**config.mk**
```make
export PLATFORM = sky130hd
export DESIGN_NAME = uart_axil_top
export DESIGN_NICKNAME = d
export VERILOG_FILES = /design/src/source/axil_pkg.sv /design/src/source/uart_line_pkg.sv /design/src/source/uart_axil_regs.sv /design/src/source/uart_axil_top.sv /design/src/source/uart_rx.sv /design/src/source/uart_tx.sv
export VERILOG_INCLUDE_DIRS = /design/src /design/src/source
export SDC_FILE = /design/constraint.sdc
export NUM_CORES = 1
export LEC_CHECK = 0
export BUFFER_PORTS_ARGS = -buffer_cell sky130_fd_sc_hd__buf_2
export CORE_ASPECT_RATIO = 0.75
export CORE_MARGIN = 5
export CORE_UTILIZATION = 52
export DETAILED_ROUTE_END_ITERATION = 16
export PLACE_DENSITY = 0.8
export SETUP_SLACK_MARGIN = 0.3
export SLEW_MARGIN = 25
export SYNTH_ARGS = -nofsm -noshare
export SYNTH_HDL_FRONTEND = slang
export SYNTH_SLANG_ARGS = --single-unit
```
**constraint.sdc**
```tcl
create_clock -name CLK -period 2.2 [get_ports CLK]
set_input_delay 0.33 -clock CLK [delete_from_list [all_inputs] [get_ports CLK]]
set_output_delay 0.33 -clock CLK [all_outputs]
set_load 0.01 [all_outputs]
```
**src/source/uart_defines.svh**
```systemverilog
/*
 UART build-time constants for frame format, bit timing and AXI4-Lite bus widths
*/
`ifndef UART_DEFINES_SVH
`define UART_DEFINES_SVH

// data bits per serial frame, sent lsb first
`define UART_DATA_WIDTH 8

// clock cycles per bit time, clock frequency divided by baud rate
`define UART_CLKS_PER_BIT 8

// bus address width, byte addressed
`define AXIL_ADDR_WIDTH 4

// bus data width
`define AXIL_DATA_WIDTH 32

`endif

```
**src/source/axil_pkg.sv**
```systemverilog
/*
 AXI4-Lite bus side types, with response codes and the UART register map
*/
`include "uart_defines.svh"

package axil_pkg;

  // only the two codes this slave returns
  typedef enum logic [1:0] {
    OKAY   = 2'b00,
    SLVERR = 2'b10
  } axil_resp_t;

  // word addresses of the register map
  typedef enum logic [`AXIL_ADDR_WIDTH-1:0] {
    TX_DATA = 'h0,
    RX_DATA = 'h4,
    STATUS  = 'h8
  } reg_addr_t;

endpackage

```
**src/source/uart_line_pkg.sv**
```systemverilog
/*
 UART serial line types, holding the receiver and transmitter FSM states
*/
package uart_line_pkg;

  // receiver FSM, RX_RESET is only seen for one cycle after reset
  typedef enum logic [2:0] {
    RX_RESET,
    RX_IDLE,
    RX_START,
    RX_DATA,
    RX_STOP
  } rx_state_t;

  // transmitter FSM
  typedef enum logic [1:0] {
    TX_IDLE,
    TX_START,
    TX_DATA,
    TX_STOP
  } tx_state_t;

endpackage

```
**src/source/uart_axil_regs.sv**
```systemverilog
/*
 AXI4-Lite register block for the UART: TX/RX data, status and
 sticky error flags, with the received byte held for software
*/
`timescale 1ns/1ns
`include "uart_defines.svh"

module uart_axil_regs import axil_pkg::*; (
  input  logic                        CLK,
  input  logic                        RSTN,
  input  logic [`AXIL_ADDR_WIDTH-1:0] awaddr,
  input  logic                        awvalid,
  output logic                        awready,
  input  logic [`AXIL_DATA_WIDTH-1:0] wdata,
  input  logic                        wvalid,
  output logic                        wready,
  output logic                        bvalid,
  output axil_resp_t                  bresp,
  input  logic                        bready,
  input  logic [`AXIL_ADDR_WIDTH-1:0] araddr,
  input  logic                        arvalid,
  output logic                        arready,
  output logic                        rvalid,
  output logic [`AXIL_DATA_WIDTH-1:0] rdata,
  output axil_resp_t                  rresp,
  input  logic                        rready,
  input  logic                        tx_busy,
  output logic                        tx_start,
  output logic [`UART_DATA_WIDTH-1:0] tx_data,
  input  logic [`UART_DATA_WIDTH-1:0] rx_data,
  input  logic                        rx_valid,
  input  logic                        rx_frame_err
);

  localparam int DW  = `AXIL_DATA_WIDTH;
  localparam int UDW = `UART_DATA_WIDTH;

  reg_addr_t      wr_addr;
  reg_addr_t      rd_addr;
  axil_resp_t     wr_resp;
  axil_resp_t     rd_resp;
  logic [DW-1:0]  rd_word;
  logic           wr_accept;
  logic           wr_hs;
  logic           rd_hs;
  logic           rd_done;
  logic           tx_launch;
  logic           status_wr;
  logic [UDW-1:0] rx_byte;
  logic           rx_full;
  logic           overrun;
  logic           frame_err;
  logic           rd_rx_pend;
  logic           rx_clr;
  logic           rx_load;

  assign wr_addr = reg_addr_t'(awaddr);
  assign rd_addr = reg_addr_t'(araddr);
  assign wr_hs   = awvalid && awready && wvalid && wready;
  assign rd_hs   = arvalid && arready;
  assign rd_done = rvalid && rready;

  assign tx_launch = wr_hs && (wr_addr == TX_DATA) && !tx_busy;
  assign status_wr = wr_hs && (wr_addr == STATUS);

  // byte leaves the holding register when its read response completes
  assign rx_clr  = rd_done && rd_rx_pend;
  assign rx_load = rx_valid && (!rx_full || rx_clr);

  always_comb begin
    case (wr_addr)
      TX_DATA: wr_resp = tx_busy ? SLVERR : OKAY;
      RX_DATA: wr_resp = SLVERR;
      STATUS:  wr_resp = OKAY;
      default: wr_resp = SLVERR;
    endcase
  end

  always_comb begin
    rd_word = '0;
    rd_resp = OKAY;
    case (rd_addr)
      TX_DATA: rd_word = '0;
      RX_DATA: rd_word = DW'(rx_byte);
      STATUS:  rd_word = DW'({frame_err, overrun, rx_full, tx_busy});
      default: rd_resp = SLVERR;
    endcase
  end

  // address and data accepted together, one cycle, none while a response waits
  always_ff @(posedge CLK) begin
    if (!RSTN) begin
      wr_accept <= 1'b0;
      bvalid    <= 1'b0;
      tx_start  <= 1'b0;
    end else begin
      wr_accept <= awvalid && wvalid && !wr_accept && !bvalid;
      tx_start  <= tx_launch;
      if (wr_hs) begin
        bvalid <= 1'b1;
      end else if (bready) begin
        bvalid <= 1'b0;
      end
    end
  end

  assign awready = wr_accept;
  assign wready  = wr_accept;

  always_ff @(posedge CLK) begin
    if (wr_hs) bresp <= wr_resp;
    if (tx_launch) tx_data <= wdata[UDW-1:0];
  end

  always_ff @(posedge CLK) begin
    if (!RSTN) begin
      arready    <= 1'b0;
      rvalid     <= 1'b0;
      rd_rx_pend <= 1'b0;
    end else begin
      arready <= arvalid && !arready && !rvalid;
      if (rd_hs) begin
        rvalid     <= 1'b1;
        rd_rx_pend <= (rd_addr == RX_DATA);
      end else if (rd_done) begin
        rvalid     <= 1'b0;
        rd_rx_pend <= 1'b0;
      end
    end
  end

  // read data captured once and held until rready
  always_ff @(posedge CLK) begin
    if (rd_hs) begin
      rdata <= rd_word;
      rresp <= rd_resp;
    end
  end

  // sticky flags, a new event wins over a same cycle clear
  always_ff @(posedge CLK) begin
    if (!RSTN) begin
      rx_full   <= 1'b0;
      overrun   <= 1'b0;
      frame_err <= 1'b0;
    end else begin
      if (rx_valid && !rx_load) begin
        overrun <= 1'b1;
      end else if (status_wr && wdata[2]) begin
        overrun <= 1'b0;
      end
      if (rx_valid && rx_frame_err) begin
        frame_err <= 1'b1;
      end else if (status_wr && wdata[3]) begin
        frame_err <= 1'b0;
      end
      if (rx_load) begin
        rx_full <= 1'b1;
      end else if (rx_clr) begin
        rx_full <= 1'b0;
      end
    end
  end

  // on overrun the older byte is kept
  always_ff @(posedge CLK) begin
    if (rx_load) rx_byte <= rx_data;
  end

endmodule

```
**src/source/uart_axil_top.sv**
```systemverilog
/*
 UART with AXI4-Lite slave: register block, transmitter and receiver
*/
`timescale 1ns/1ns
`include "uart_defines.svh"

module uart_axil_top (
  input  logic                        CLK,
  input  logic                        RSTN,
  input  logic [`AXIL_ADDR_WIDTH-1:0] awaddr,
  input  logic                        awvalid,
  output logic                        awready,
  input  logic [`AXIL_DATA_WIDTH-1:0] wdata,
  input  logic                        wvalid,
  output logic                        wready,
  output logic                        bvalid,
  output logic [1:0]                  bresp,
  input  logic                        bready,
  input  logic [`AXIL_ADDR_WIDTH-1:0] araddr,
  input  logic                        arvalid,
  output logic                        arready,
  output logic                        rvalid,
  output logic [`AXIL_DATA_WIDTH-1:0] rdata,
  output logic [1:0]                  rresp,
  input  logic                        rready,
  input  logic                        rxd,
  output logic                        txd
);

  logic                        tx_start;
  logic                        tx_busy;
  logic [`UART_DATA_WIDTH-1:0] tx_data;
  logic [`UART_DATA_WIDTH-1:0] rx_data;
  logic                        rx_valid;
  logic                        rx_frame_err;

  uart_axil_regs u_regs (
    .CLK          (CLK),
    .RSTN         (RSTN),
    .awaddr       (awaddr),
    .awvalid      (awvalid),
    .awready      (awready),
    .wdata        (wdata),
    .wvalid       (wvalid),
    .wready       (wready),
    .bvalid       (bvalid),
    .bresp        (bresp),
    .bready       (bready),
    .araddr       (araddr),
    .arvalid      (arvalid),
    .arready      (arready),
    .rvalid       (rvalid),
    .rdata        (rdata),
    .rresp        (rresp),
    .rready       (rready),
    .tx_busy      (tx_busy),
    .tx_start     (tx_start),
    .tx_data      (tx_data),
    .rx_data      (rx_data),
    .rx_valid     (rx_valid),
    .rx_frame_err (rx_frame_err)
  );

  uart_tx u_tx (
    .CLK      (CLK),
    .RSTN     (RSTN),
    .tx_start (tx_start),
    .tx_data  (tx_data),
    .txd      (txd),
    .tx_busy  (tx_busy)
  );

  uart_rx u_rx (
    .CLK          (CLK),
    .RSTN         (RSTN),
    .rxd          (rxd),
    .rx_data      (rx_data),
    .rx_valid     (rx_valid),
    .rx_frame_err (rx_frame_err)
  );

endmodule

```
**src/source/uart_rx.sv**
```systemverilog
/*
 UART receiver: detects the start bit, samples each bit at mid-bit,
 checks the stop bit and pulses rx_valid with the received byte
*/
`timescale 1ns/1ns
`include "uart_defines.svh"

module uart_rx import uart_line_pkg::*; (
  input  logic                        CLK,
  input  logic                        RSTN,
  input  logic                        rxd,
  output logic [`UART_DATA_WIDTH-1:0] rx_data,
  output logic                        rx_valid,
  output logic                        rx_frame_err
);

  localparam int DW    = `UART_DATA_WIDTH;
  localparam int CNT_W = $clog2(`UART_CLKS_PER_BIT + 1);
  localparam int IDX_W = $clog2(DW + 1);
  localparam logic [CNT_W-1:0] BIT_END  = CNT_W'(`UART_CLKS_PER_BIT - 1);
  localparam logic [CNT_W-1:0] HALF_END = CNT_W'(`UART_CLKS_PER_BIT / 2 - 1);
  localparam logic [IDX_W-1:0] LAST_BIT = IDX_W'(DW - 1);

  rx_state_t        state;
  rx_state_t        next_state;
  logic [1:0]       rx_sync;
  logic             rx_s;
  logic [CNT_W-1:0] cycle_cnt;
  logic [IDX_W-1:0] bit_idx;
  logic [DW-1:0]    shift_reg;
  logic             cnt_en;
  logic             shift_en;
  logic             bit_end;
  logic             stop_done;

  // two flop synchronizer, the line idles high
  always_ff @(posedge CLK) begin
    if (!RSTN) begin
      rx_sync <= 2'b11;
    end else begin
      rx_sync <= {rx_sync[0], rxd};
    end
  end

  assign rx_s      = rx_sync[1];
  assign bit_end   = (cycle_cnt == BIT_END);
  assign stop_done = (state == RX_STOP) && bit_end;

  always_comb begin
    next_state = state;
    cnt_en     = 1'b0;
    shift_en   = 1'b0;
    case (state)
      RX_RESET: begin
        next_state = RX_IDLE;
      end
      RX_IDLE: begin
        if (!rx_s) next_state = RX_START;
      end
      RX_START: begin
        cnt_en = 1'b1;
        // line went back high before mid start bit, treat as a glitch
        if (rx_s) begin
          next_state = RX_IDLE;
        end else if (cycle_cnt == HALF_END) begin
          next_state = RX_DATA;
          cnt_en     = 1'b0;
        end
      end
      RX_DATA: begin
        cnt_en = 1'b1;
        if (bit_end) begin
          shift_en = 1'b1;
          if (bit_idx == LAST_BIT) begin
            next_state = RX_STOP;
            cnt_en     = 1'b0;
          end
        end
      end
      RX_STOP: begin
        cnt_en = 1'b1;
        if (bit_end) next_state = RX_IDLE;
      end
      default: begin
        next_state = RX_IDLE;
      end
    endcase
  end

  always_ff @(posedge CLK) begin
    if (!RSTN) begin
      state <= RX_RESET;
    end else begin
      state <= next_state;
    end
  end

  // counts clocks within a bit, wraps at the end of each bit time
  always_ff @(posedge CLK) begin
    if (!RSTN || !cnt_en) begin
      cycle_cnt <= '0;
    end else if (bit_end) begin
      cycle_cnt <= '0;
    end else begin
      cycle_cnt <= cycle_cnt + 1'b1;
    end
  end

  always_ff @(posedge CLK) begin
    if (!RSTN || state != RX_DATA) begin
      bit_idx <= '0;
    end else if (bit_end) begin
      bit_idx <= bit_idx + 1'b1;
    end
  end

  // lsb arrives first so shift in from the top
  always_ff @(posedge CLK) begin
    if (shift_en) begin
      shift_reg <= {rx_s, shift_reg[DW-1:1]};
    end
  end

  // valid follows the stop bit sample by one cycle
  always_ff @(posedge CLK) begin
    if (!RSTN) begin
      rx_valid     <= 1'b0;
      rx_frame_err <= 1'b0;
    end else begin
      rx_valid     <= stop_done;
      rx_frame_err <= stop_done && !rx_s;
    end
  end

  assign rx_data = shift_reg;

endmodule

```
**src/source/uart_tx.sv**
```systemverilog
/*
 UART transmitter: sends start bit, data bits lsb first and stop bit,
 with tx_busy covering the whole frame
*/
`timescale 1ns/1ns
`include "uart_defines.svh"

module uart_tx import uart_line_pkg::*; (
  input  logic                        CLK,
  input  logic                        RSTN,
  input  logic                        tx_start,
  input  logic [`UART_DATA_WIDTH-1:0] tx_data,
  output logic                        txd,
  output logic                        tx_busy
);

  localparam int DW    = `UART_DATA_WIDTH;
  localparam int FW    = DW + 2;
  localparam int CNT_W = $clog2(`UART_CLKS_PER_BIT + 1);
  localparam int IDX_W = $clog2(DW + 1);
  localparam logic [CNT_W-1:0] BIT_END  = CNT_W'(`UART_CLKS_PER_BIT - 1);
  localparam logic [IDX_W-1:0] LAST_BIT = IDX_W'(DW - 1);

  tx_state_t        state;
  tx_state_t        next_state;
  logic [CNT_W-1:0] cycle_cnt;
  logic [IDX_W-1:0] bit_idx;
  logic [FW-1:0]    frame;
  logic             bit_end;

  assign bit_end = (cycle_cnt == BIT_END);

  always_comb begin
    next_state = state;
    case (state)
      TX_IDLE: begin
        if (tx_start) next_state = TX_START;
      end
      TX_START: begin
        if (bit_end) next_state = TX_DATA;
      end
      TX_DATA: begin
        if (bit_end && bit_idx == LAST_BIT) next_state = TX_STOP;
      end
      TX_STOP: begin
        if (bit_end) next_state = TX_IDLE;
      end
      default: begin
        next_state = TX_IDLE;
      end
    endcase
  end

  always_ff @(posedge CLK) begin
    if (!RSTN) begin
      state <= TX_IDLE;
    end else begin
      state <= next_state;
    end
  end

  always_ff @(posedge CLK) begin
    if (!RSTN || state == TX_IDLE) begin
      cycle_cnt <= '0;
    end else if (bit_end) begin
      cycle_cnt <= '0;
    end else begin
      cycle_cnt <= cycle_cnt + 1'b1;
    end
  end

  always_ff @(posedge CLK) begin
    if (!RSTN || state != TX_DATA) begin
      bit_idx <= '0;
    end else if (bit_end) begin
      bit_idx <= bit_idx + 1'b1;
    end
  end

  // whole frame in one register, ones shift in behind it so the line
  // is back high once the stop bit has gone out
  always_ff @(posedge CLK) begin
    if (!RSTN) begin
      frame <= '1;
    end else if (state == TX_IDLE && tx_start) begin
      frame <= {1'b1, tx_data, 1'b0};
    end else if (state != TX_IDLE && bit_end) begin
      frame <= {1'b1, frame[FW-1:1]};
    end
  end

  assign txd     = frame[0];
  assign tx_busy = (state != TX_IDLE);

endmodule

```
# [Word level (Yosys, flattened, before mapping)]
# Index checks and enable logic that the tools add are counted.
[op_classes] multipliers=0 add_sub_neg=4 bitwise_logic=0 reduce_logical=54 n_shift=0 n_div=0 n_eq_ne=26 magnitude_cmp=0 muxes=36
[ops] cell="logical AND 1 bit" n=24
[ops] cell="equality test 4 x 3 -> 1 bit, second input constant" n=5
[ops] cell="two-way mux 3 bit" n=6
[ops] cell="two-way mux 9 bit" n=2
[ops] cell="two-way mux 1 bit" n=17
[ops] cell="adder 4 x 1 -> 4 bit, second input constant" n=4
[ops] cell="one-hot mux 8 bit (2 select lines)" n=1
[ops] cell="nonzero test 2 bit" n=7
[ops] cell="two-way mux 2 bit" n=6
[ops] cell="!= test 2 x 1 -> 1 bit, second input constant" n=6
[ops] cell="one-hot mux 3 bit (4 select lines)" n=1
[ops] cell="logical NOT 1 bit" n=10
[ops] cell="equality test 4 bit, second input constant" n=2
[ops] cell="logical NOT 4 bit" n=2
[ops] cell="one-hot mux 2 bit (4 select lines)" n=1
[ops] cell="equality test 3 x 2 -> 1 bit, second input constant" n=2
[ops] cell="!= test 2 bit, second input constant" n=3
[ops] cell="logical OR 1 bit" n=5
[ops] cell="AND reduction 5 bit" n=1
[ops] cell="equality test 2 bit, second input constant" n=2
[ops] cell="equality test 4 x 2 -> 1 bit, second input constant" n=1
[ops] cell="one-hot mux 2 bit (2 select lines)" n=1
[ops] cell="AND reduction 4 bit" n=1
[ops] cell="OR reduction 2 bit" n=2
[ops] cell="8 further kinds" n=8
[word_totals] mem_count=0 output_inout_bits=42 rom_bits=0 elab_cells=145 ram_bits=0 latchBits=0 input_bits=48 regBits=103

# [Depth between registers and ports, before layout]
# Gate-level depths: netlist of run 1.
[depth] word_depth=7 depth_mapped=7 mapped_depth_nobuf=6

# [Cells and area by module]
# A second synthesis of run 1 with hierarchy kept.
[hier_totals] hier_cells=303 area_unflattened_um2=3409.5
[modules_own_cells] module="uart_axil_regs" instances=1 seq_area_each_um2=960.9 cells_per_inst=115 area_each_um2=1496.4
[modules_own_cells] module="uart_tx" instances=1 seq_area_each_um2=380.4 cells_per_inst=105 area_each_um2=975.9
[modules_own_cells] module="uart_rx" instances=1 seq_area_each_um2=540.5 cells_per_inst=83 area_each_um2=937.1

# [Worst setup path before layout of run 1]
# Ideal clock, no wire load.
[synth_path] path_type="register -> register" startpoint="register u_tx.state[0]" endpoint="register u_regs.tx_data[0], enable pin" setup_slack_ps=226 stages_incl_launch_ff=7 synth_period_minus_slack_ps=1974 arrival_ps=1589 required_ps=1815 setup_ps=385 path_buffers=2 cell_sequence="dfxtp_1 inv_1 ha_1 clkbuf_2 buf_2 inv_1 nor3_1"
[synth_via] elab_chain_len=3
[synth_lines] element="start: declaration" line="uart_tx.sv:24" source="tx_state_t state;"
[synth_lines] element="start signal: assignment" line="uart_tx.sv:58" source="state <= next_state;"
[synth_lines] element="nonzero test 2 bit" line="uart_tx.sv:93" source="assign tx_busy = (state != TX_IDLE);"
[synth_lines] element="logical NOT 1 bit" line="uart_axil_regs.sv:63" source="assign tx_launch = wr_hs && (wr_addr == TX_DATA) && !tx_busy;"
[synth_lines] element="logical AND 1 bit" line="uart_axil_regs.sv:63"
[synth_lines] element="via u_regs.tx_launch" line="uart_axil_regs.sv:47" source="logic tx_launch;"
[synth_lines] element="end signal: assignment" line="uart_axil_regs.sv:112" source="if (tx_launch) tx_data <= wdata[UDW-1:0];"
[synth_lines] element="end: declaration" line="uart_axil_regs.sv:29" source="output logic [`UART_DATA_WIDTH-1:0] tx_data,"
# The timed path passes the listed nets, and every way through them passes these cells.
# A chain may end at the register's enable or synchronous reset.

# [Worst setup path in the final report of run 1]
[layout_path] startpoint="register u_rx.cycle_cnt[0]" endpoint="register u_rx.state[0]"
[layout_via] elab_chain_len=3 elab_cells_between_ends=6 classes_between="5 x eq/ne; 1 x reduce/logical"
[layout_lines] element="start: declaration" line="uart_rx.sv:28" source="logic [CNT_W-1:0] cycle_cnt;"
[layout_lines] element="start signal: assignment" line="uart_rx.sv:105" source="cycle_cnt <= cycle_cnt + 1'b1;"
[layout_lines] element="equality test 4 x 2 -> 1 bit / equality test 4 x 3 -> 1 bit (equally long branches)" line="uart_rx.sv:65, uart_rx.sv:46"
[layout_lines] element="!= test 3 x 1 -> 1 bit (no source line) / != test 2 x 1 -> 1 bit (equally long branches)"
[layout_lines] element="AND reduction 5 bit (no source line) *"
[layout_lines] element="end signal: assignment" line="uart_rx.sv:94" source="state <= next_state;"
[layout_lines] element="end: declaration" line="uart_rx.sv:24" source="rx_state_t state;"
# Mark *: on every way between the ends. The rest lies on a longest branch, timed or not.

==> results of run 1 <==
how the worst min path moves through the flow:
stage | startpoint | end | slack (ps) | cells after the start
3_3_place_gp | u_rx.rx_sync[0]$_SDFF_PN1_ | u_rx.rx_sync[1]$_SDFF_PN1_ | 390 | 1
2_1_floorplan | u_rx.rx_sync[0]$_SDFF_PN1_ | u_rx.rx_sync[1]$_SDFF_PN1_ | 390 | 1
3_5_place_dp | u_rx.rx_sync[0]$_SDFF_PN1_ | u_rx.rx_sync[1]$_SDFF_PN1_ | 390 | 1
4_1_cts | wdata[6] | u_regs.tx_data[6]$_DFFE_PP_ | 140 | 1
6_report | wdata[7] | u_regs.tx_data[7]$_DFFE_PP_ | 160 | 1
5_1_grt | wdata[7] | u_regs.tx_data[7]$_DFFE_PP_ | 130 | 1
kinds of logic (layout without fill, tap and decap cells):
logic type                 count (synthesis)  after routing  share of synthesized area (%)
muxes                                      1              1                         0.3098
other                                      1             26                         0.1161
adders and majority gates                  8              8                          3.098
xor gates and xnor gates                   9              9                          2.440
and+or+nand+nor                          107            107                          17.08
DFF                                       77             77                          58.25
buffers and inverters                     45             69                          8.598
AOI/OAI and AO/OA                         49             49                          10.11
state kept, by name, indices dropped and copies added (netlist names), 2 cells and up:
signal,flops
u_tx.cycle_cnt,4
u_rx.cycle_cnt,4
u_rx.state,3
u_rx.rx_sync,2
u_regs.rdata,8
u_tx.frame,9
u_regs.tx_data,8
u_regs.rx_byte,8
u_rx.bit_idx,4
u_tx.state,2
u_rx.rx_data,8
u_tx.bit_idx,4
metal layers:
layer  vias up  global-route usage, %  share of wire (%)
met1       963                  17.33                 44
met3        12                  5.492                8.3
met5         -                      0                  0
met4         0                  4.781                1.6
li1       1071                      -                  -
met2        79                  22.60                 46
per-stage QoR:
step                power, mW  setup slack [ps]
floorplan               1.649             471.0
global placement        1.655             451.2
detailed placement      1.659             406.4
CTS                     2.705             396.8
global route            2.792             393.0
finish                  2.683             568.5
cell usage in the layout (no fill, tap or decap), drive strengths merged, types with 4 or more instances in the layout:
cell type	Yosys	final
ha	8	8
nor2	32	32
nor2b	4	4
and2	8	8
dfxtp	43	43
clkbuf	5	12
and3	10	10
inv	10	10
conb	1	26
xor2	5	5
nor3	5	5
buf	30	43
a21oi	10	10
o21ai	14	14
xnor2	4	4
nand3	5	5
edfxtp	34	34
nand2b	4	4
a22oi	4	4
nand2	25	25
a211oi	8	8
where the power goes:
part,switching [mW],internal [mW],total (mW)
registers,0.0102,1.50,1.51
logic,0.0793,0.0420,0.121
clock network,0.471,0.582,1.05
total,0.560,2.12,2.68
final cells by class:
class	count	area [sq um]	share of cell area, %
Tap cell	78	97.59	2.698
Multi-Input combinational cell	200	1172	32.41
Timing Repair Buffer	43	225.2	6.226
Inverter	10	37.54	1.038
Clock buffer	12	155.1	4.289
Clock inverter	4	47.55	1.314
Sequential cell	77	1882	52.02
repair_timing:
action / CTS / global route
resized for setup: 0 / 1
setup endpoints to repair: 0 / 16
endpoints found under the hold margin: 0 / 0
==> out/metrics.cfg, run 1 <==
[run_status]
outcome = finished, final reports clean

[detailed_routing]
vias_per_cell = 5.012
via_count = 2125
first_pass_iters = 4
drtIter0Drc = 75
wl_per_cell_um = 13.22
ant_nets = 0
drc = 0
totalWireLength_mm = 5.604

[worst_setup_path]
worst_r2r_startpoint = u_rx.cycle_cnt[0]$_SDFF_PP0_
worstSetupStartpointType = register
critPathBufInv = 0
crit_arrival_ps = 1870
crit_end = u_rx.state[0]$_SDFFE_PN0P_
worstSetupPathType = reg -> reg
critPathRequiredTime_ps = 2440
worstReg2RegEnd = u_rx.state[0]$_SDFFE_PN0P_
crit_chain = ha_1 -> and3b_1 -> nand4b_2 -> and2_1 -> o211a_1
critPathMaxStageDelay_ps = 360
cp_top_family = simple AND/OR/NAND/NOR gates
cp.depth = 5
ff2ff_setup_slack_ps = 570
worstSetupEndpointType = register
crit_slowest_cell = dfxtp_1
worstPathMaxFanout = 7
startpoint = u_rx.cycle_cnt[0]$_SDFF_PP0_
worst_r2r_path_depth = 5

[finish]
antenna_cells = 0
final_core_util_pct = 61.15
drive_above_1_share_pct = 19.94
design_area_sq_um = 3617
final_nets = 397
area_growth_pct = 11.97
fillers = 488
finalNonFillerCells = 424

[sta]
fin_crit_sh_pct = 74.16
max_freq_mhz = 612.9
fin_setup_tns_ps = 0
max-slew-margin-rel_pct = 54.38
report.final.hold_viol_count = 0
slew_viol_final = 0
tightestPinTransition_ps = 682.8
finalClockSkew_ps = 5.591
whs_ps = 157.6
setup_viol = 0
rsz0062_at_grt = false
period_needed_ps = 1632

[synth]
synth_top_area_share_pct = 31.60
synth_most_common_cell = dfxtp_1
synth-seq-area-share_pct = 58.25
synthDominantAreaCellType = edfxtp_1
yosys-top-cells-area = edfxtp_1, dfxtp_1, buf_4, nor2_1, ha_1
synth.avg_cell_area_sq_um = 10.88
ys.flop_type = dfxtp_1
synth_cell_types = 49
yosys_warnings = 0
async_flop_share_pct = 0
ys_ff_latch = 77
synth.cell_area_sq_um = 3231
synth_edf_count = 34
synth_common_cells = dfxtp_1, edfxtp_1, nor2_1
synthCells = 297

[power_and_ir_drop]
vdd_ir_drop_max_mv = 0.3298
p_leak_nw = 1.484
power_density_nw_per_um2 = 741.7

[clock_tree]
tritoncts = built
cts_max_level = 3
clock_latency_ps = 340
post_cts_buffers = 0
clkSinkCount = 77
clk_pin_slew_ps = 70
cts_buffers = 9
cts-root-buf = clkbuf_8
hold_buffers = 0
clock_path_buffers = 2

[floorplan]
die-area_sq_um = 7905
fp.dieW_um = 101.0
initial_utilization_pct = 54.61
num_rows = 24
core_area_sq_um = 5916
die_h_um = 78.26
pin_count = 90

[job]
max-cap-violations = 0

[placed_design]
placedCellCount = 408
dpl.hpwl_mm = 4.068
gp_congestion = 0.8373
placed_cell_area_sq_um = 3412
portBuffers = 39

[grt]
grt_pass1_vias = 1883
grt.overflow.total = 0
grt_max_degree = 25
grt_first_pass_wirelength_mm = 8.625
antenna_found_initial = 0
grtUsageTotal_pct = 14.05

[worst_hold_path]
holdCritPathClass = in -> reg

Power figures use the tool's default switching activity.
==> inputs of run 2 (changes only) <==
--- a/config.mk
+++ b/config.mk
@@ -9,9 +9,9 @@
 export BUFFER_PORTS_ARGS = -buffer_cell sky130_fd_sc_hd__buf_2
 export CORE_ASPECT_RATIO = 0.75
 export CORE_MARGIN = 5
-export CORE_UTILIZATION = 52
+export CORE_UTILIZATION = 47
 export DETAILED_ROUTE_END_ITERATION = 16
-export PLACE_DENSITY = 0.8
+export PLACE_DENSITY = 0.76
 export SETUP_SLACK_MARGIN = 0.3
 export SLEW_MARGIN = 25
 export SYNTH_ARGS = -nofsm -noshare
==> constraint.sdc (replaced) <==
create_clock -name CLK -period 1.45 [get_ports CLK]
set_input_delay 0.2175 -clock CLK [delete_from_list [all_inputs] [get_ports CLK]]
set_output_delay 0.2175 -clock CLK [all_outputs]
set_load 0.01 [all_outputs]
==> run 2 against run 1 <==
  * First-iteration DRC count up 35%
  * Sequential share of layout area is 6.4 points lower
  * Global-route usage is 1.3 points higher
  * Critical endpoint is now u_tx.frame[0]$_SDFFE_PN1P_
  * Largest cell class unchanged
==> out/metrics.cfg, run 2 (same netlist as run 1, synthesis figures left out) <==
[worst_setup_path]
critPathRequiredTime_ps = 1670  ; -770 ps
critPathBufInv = 2  ; +2
worst_r2r_path_depth = 6  ; +1
worstReg2RegEnd = u_tx.frame[0]$_SDFFE_PN1P_
worstSetupStartpointType = register
cp.depth = 6  ; +1
ff2ff_setup_slack_ps = 40  ; -530 ps
startpoint = u_tx.state[0]$_SDFFE_PN0P_
worstSetupPathType = reg -> reg
cp_top_family = compound AO/OA/AOI/OAI gates
worstSetupEndpointType = register
crit_chain = inv_2 -> ha_4 -> nand2b_1 -> o21ai_4 -> buf_12 -> a221o_1
crit_arrival_ps = 1630  ; -240 ps
worst_r2r_startpoint = u_tx.state[0]$_SDFFE_PN0P_
crit_end = u_tx.frame[0]$_SDFFE_PN1P_
crit_slowest_cell = dfxtp_2
critPathMaxStageDelay_ps = 340  ; -20 ps
worstPathMaxFanout = 8  ; +1

[sta]
report.final.hold_viol_count = 0  ; unchanged
fin_crit_sh_pct = 97.03  ; +23 points
rsz0062_at_grt = true
setup_viol = 0  ; unchanged
slew_viol_final = 0  ; unchanged
whs_ps = 41.39  ; -116.2 ps
finalClockSkew_ps = 11.13  ; +5.543 ps
period_needed_ps = 1407  ; -224.7 ps
fin_setup_tns_ps = 0  ; unchanged
max_freq_mhz = 710.8  ; +16%

[finish]
largest-register = u_tx.frame
antenna_cells = 0  ; unchanged
ff_latch_area_sq_um = 1912  ; +1.6%
final_core_util_pct = 62.19  ; +1.0 points
drive_above_1_share_pct = 39.25  ; +19 points
final_common_cell = buf_2
largest_register_ffs = 9  ; unchanged
area_growth_pct = 29.63
layout_common_cells = buf_2, edfxtp_1, nor2_1, dfxtp_1, conb_1
multi_input_area_sq_um = 1413  ; +20%
final_nets = 423  ; +6.5%
fillers = 526  ; +7.8%

[clock_tree]
clk_pin_slew_ps = 90  ; +20 ps
cts_max_level = 3  ; unchanged
hold_buffers = 0  ; unchanged
tritoncts = built
cts-root-buf = clkbuf_8
cts_buffers = 9  ; unchanged
clock_latency_ps = 340  ; about the same
clock_path_buffers = 2  ; unchanged
clkSinkCount = 77  ; unchanged

[grt]
grt_pass1_vias = 2197  ; +17%
grt.overflow.total = 0  ; unchanged
grt_first_pass_wirelength_mm = 10.39  ; +20%
grt_max_degree = 25  ; unchanged
grtUsageTotal_pct = 15.30  ; +1.3 points
antenna_found_initial = 0  ; unchanged

[power_and_ir_drop]
power_density_nw_per_um2 = 1048  ; +41%
p_leak_nw = 1.677  ; +13%
vdd_ir_drop_max_mv = 0.4580  ; +39%

[detailed_routing]
drtIter0Drc = 101  ; +35%
totalWireLength_mm = 6.668  ; +19%
wl_per_cell_um = 14.62  ; +11%
drc = 0  ; unchanged
dr.max_layer_used = met4
dr_wl_met3_um = 364  ; -21%
wl_met2_mm = 3.469  ; +35%
first_pass_iters = 4  ; unchanged
via_count = 2253  ; +6.0%
vias_per_cell = 4.941  ; -1.4%
drt-met1-wl_mm = 2.769  ; +12%
ant_nets = 0  ; unchanged

[floorplan]
fp.dieW_um = 105.7  ; +4.7%
die-area_sq_um = 8649  ; +9.4%
die_h_um = 81.80  ; +4.5%
pin_count = 90  ; unchanged
core_area_sq_um = 6734  ; +14%
num_rows = 26  ; +8.3%
initial_utilization_pct = 47.97  ; -6.6 points

[placed_design]
gp_congestion = 0.7614  ; -9.1%
dpl.hpwl_mm = 4.413  ; +8.5%
portBuffers = 39  ; unchanged

[job]
max-cap-violations = 0  ; unchanged

[run_status]
outcome = finished, final reports clean

[worst_hold_path]
holdCritPathClass = in -> reg

## run 2: worst min path at each step
| stage | slack, ps | depth (start not counted) | start | to |
|---|---|---|---|---|
| floorplan | 290 | 1 | RSTN | u_rx.rx_sync[0]$_SDFF_PN1_ |
| global placement | 390 | 1 | u_rx.rx_sync[0]$_SDFF_PN1_ | u_rx.rx_sync[1]$_SDFF_PN1_ |
| detailed placement | 390 | 1 | u_rx.rx_sync[0]$_SDFF_PN1_ | u_rx.rx_sync[1]$_SDFF_PN1_ |
| CTS | 20 | 1 | wdata[5] | u_regs.tx_data[5]$_DFFE_PP_ |
| global route | 10 | 1 | wdata[7] | u_regs.tx_data[7]$_DFFE_PP_ |
| finish | 40 | 1 | wdata[7] | u_regs.tx_data[7]$_DFFE_PP_ |
## run 2: timing repair
action	CTS	global route
setup buffers	7	7
gates cloned	0	0
pin swaps	18	18
gates resized for setup	26	35
endpoints found under the setup margin	64	55
## run 2: routing by layer
layer | global-route usage (%) | up-vias
met5 | 0 | -
met4 | 3.364 | 0
met3 | 5.106 | 6
met2 | 26.08 | 69
met1 | 19.18 | 1054
li1 | - | 1124
## run 2: final cells by class
cell class	count	share of cell area [%]
clock buffer	10	3.555
multi-input combinational	200	33.73
timing repair buffer	69	11.35
inverter	10	1.046
sequential	77	45.65
clock inverter	6	2.151
tap	84	2.510
## run 2: metrics by stage
stage | power (mW) | std cells | instance area (sq um) | setup slack (ps)
3_5_place_dp | 2.541 | 426 | 3608 | -76.06
5_1_grt | 4.583 | 456 | 4188 | -5.637
3_3_place_gp | 2.532 | 426 | 3608 | 31.90
6_report | 4.387 | 456 | 4188 | 43.12
4_1_cts | 4.408 | 449 | 3983 | 118.5
2_1_floorplan | 2.514 | 322 | 3435 | -15.23
## run 2: report_power, final
group	total [mW]	internal, mW	switching [mW]
Clock	1.86	1.08	0.776
Sequential	2.28	2.27	0.0143
Combinational	0.247	0.0989	0.148
Total	4.39	3.45	0.938
## run 2: worst reg2reg max path: stages (launching register included)
cell and delay, ps:
dfxtp_2 340, inv_2 50, ha_4 210, nand2b_1 150
o21ai_4 80, buf_12 150, a221o_1 310
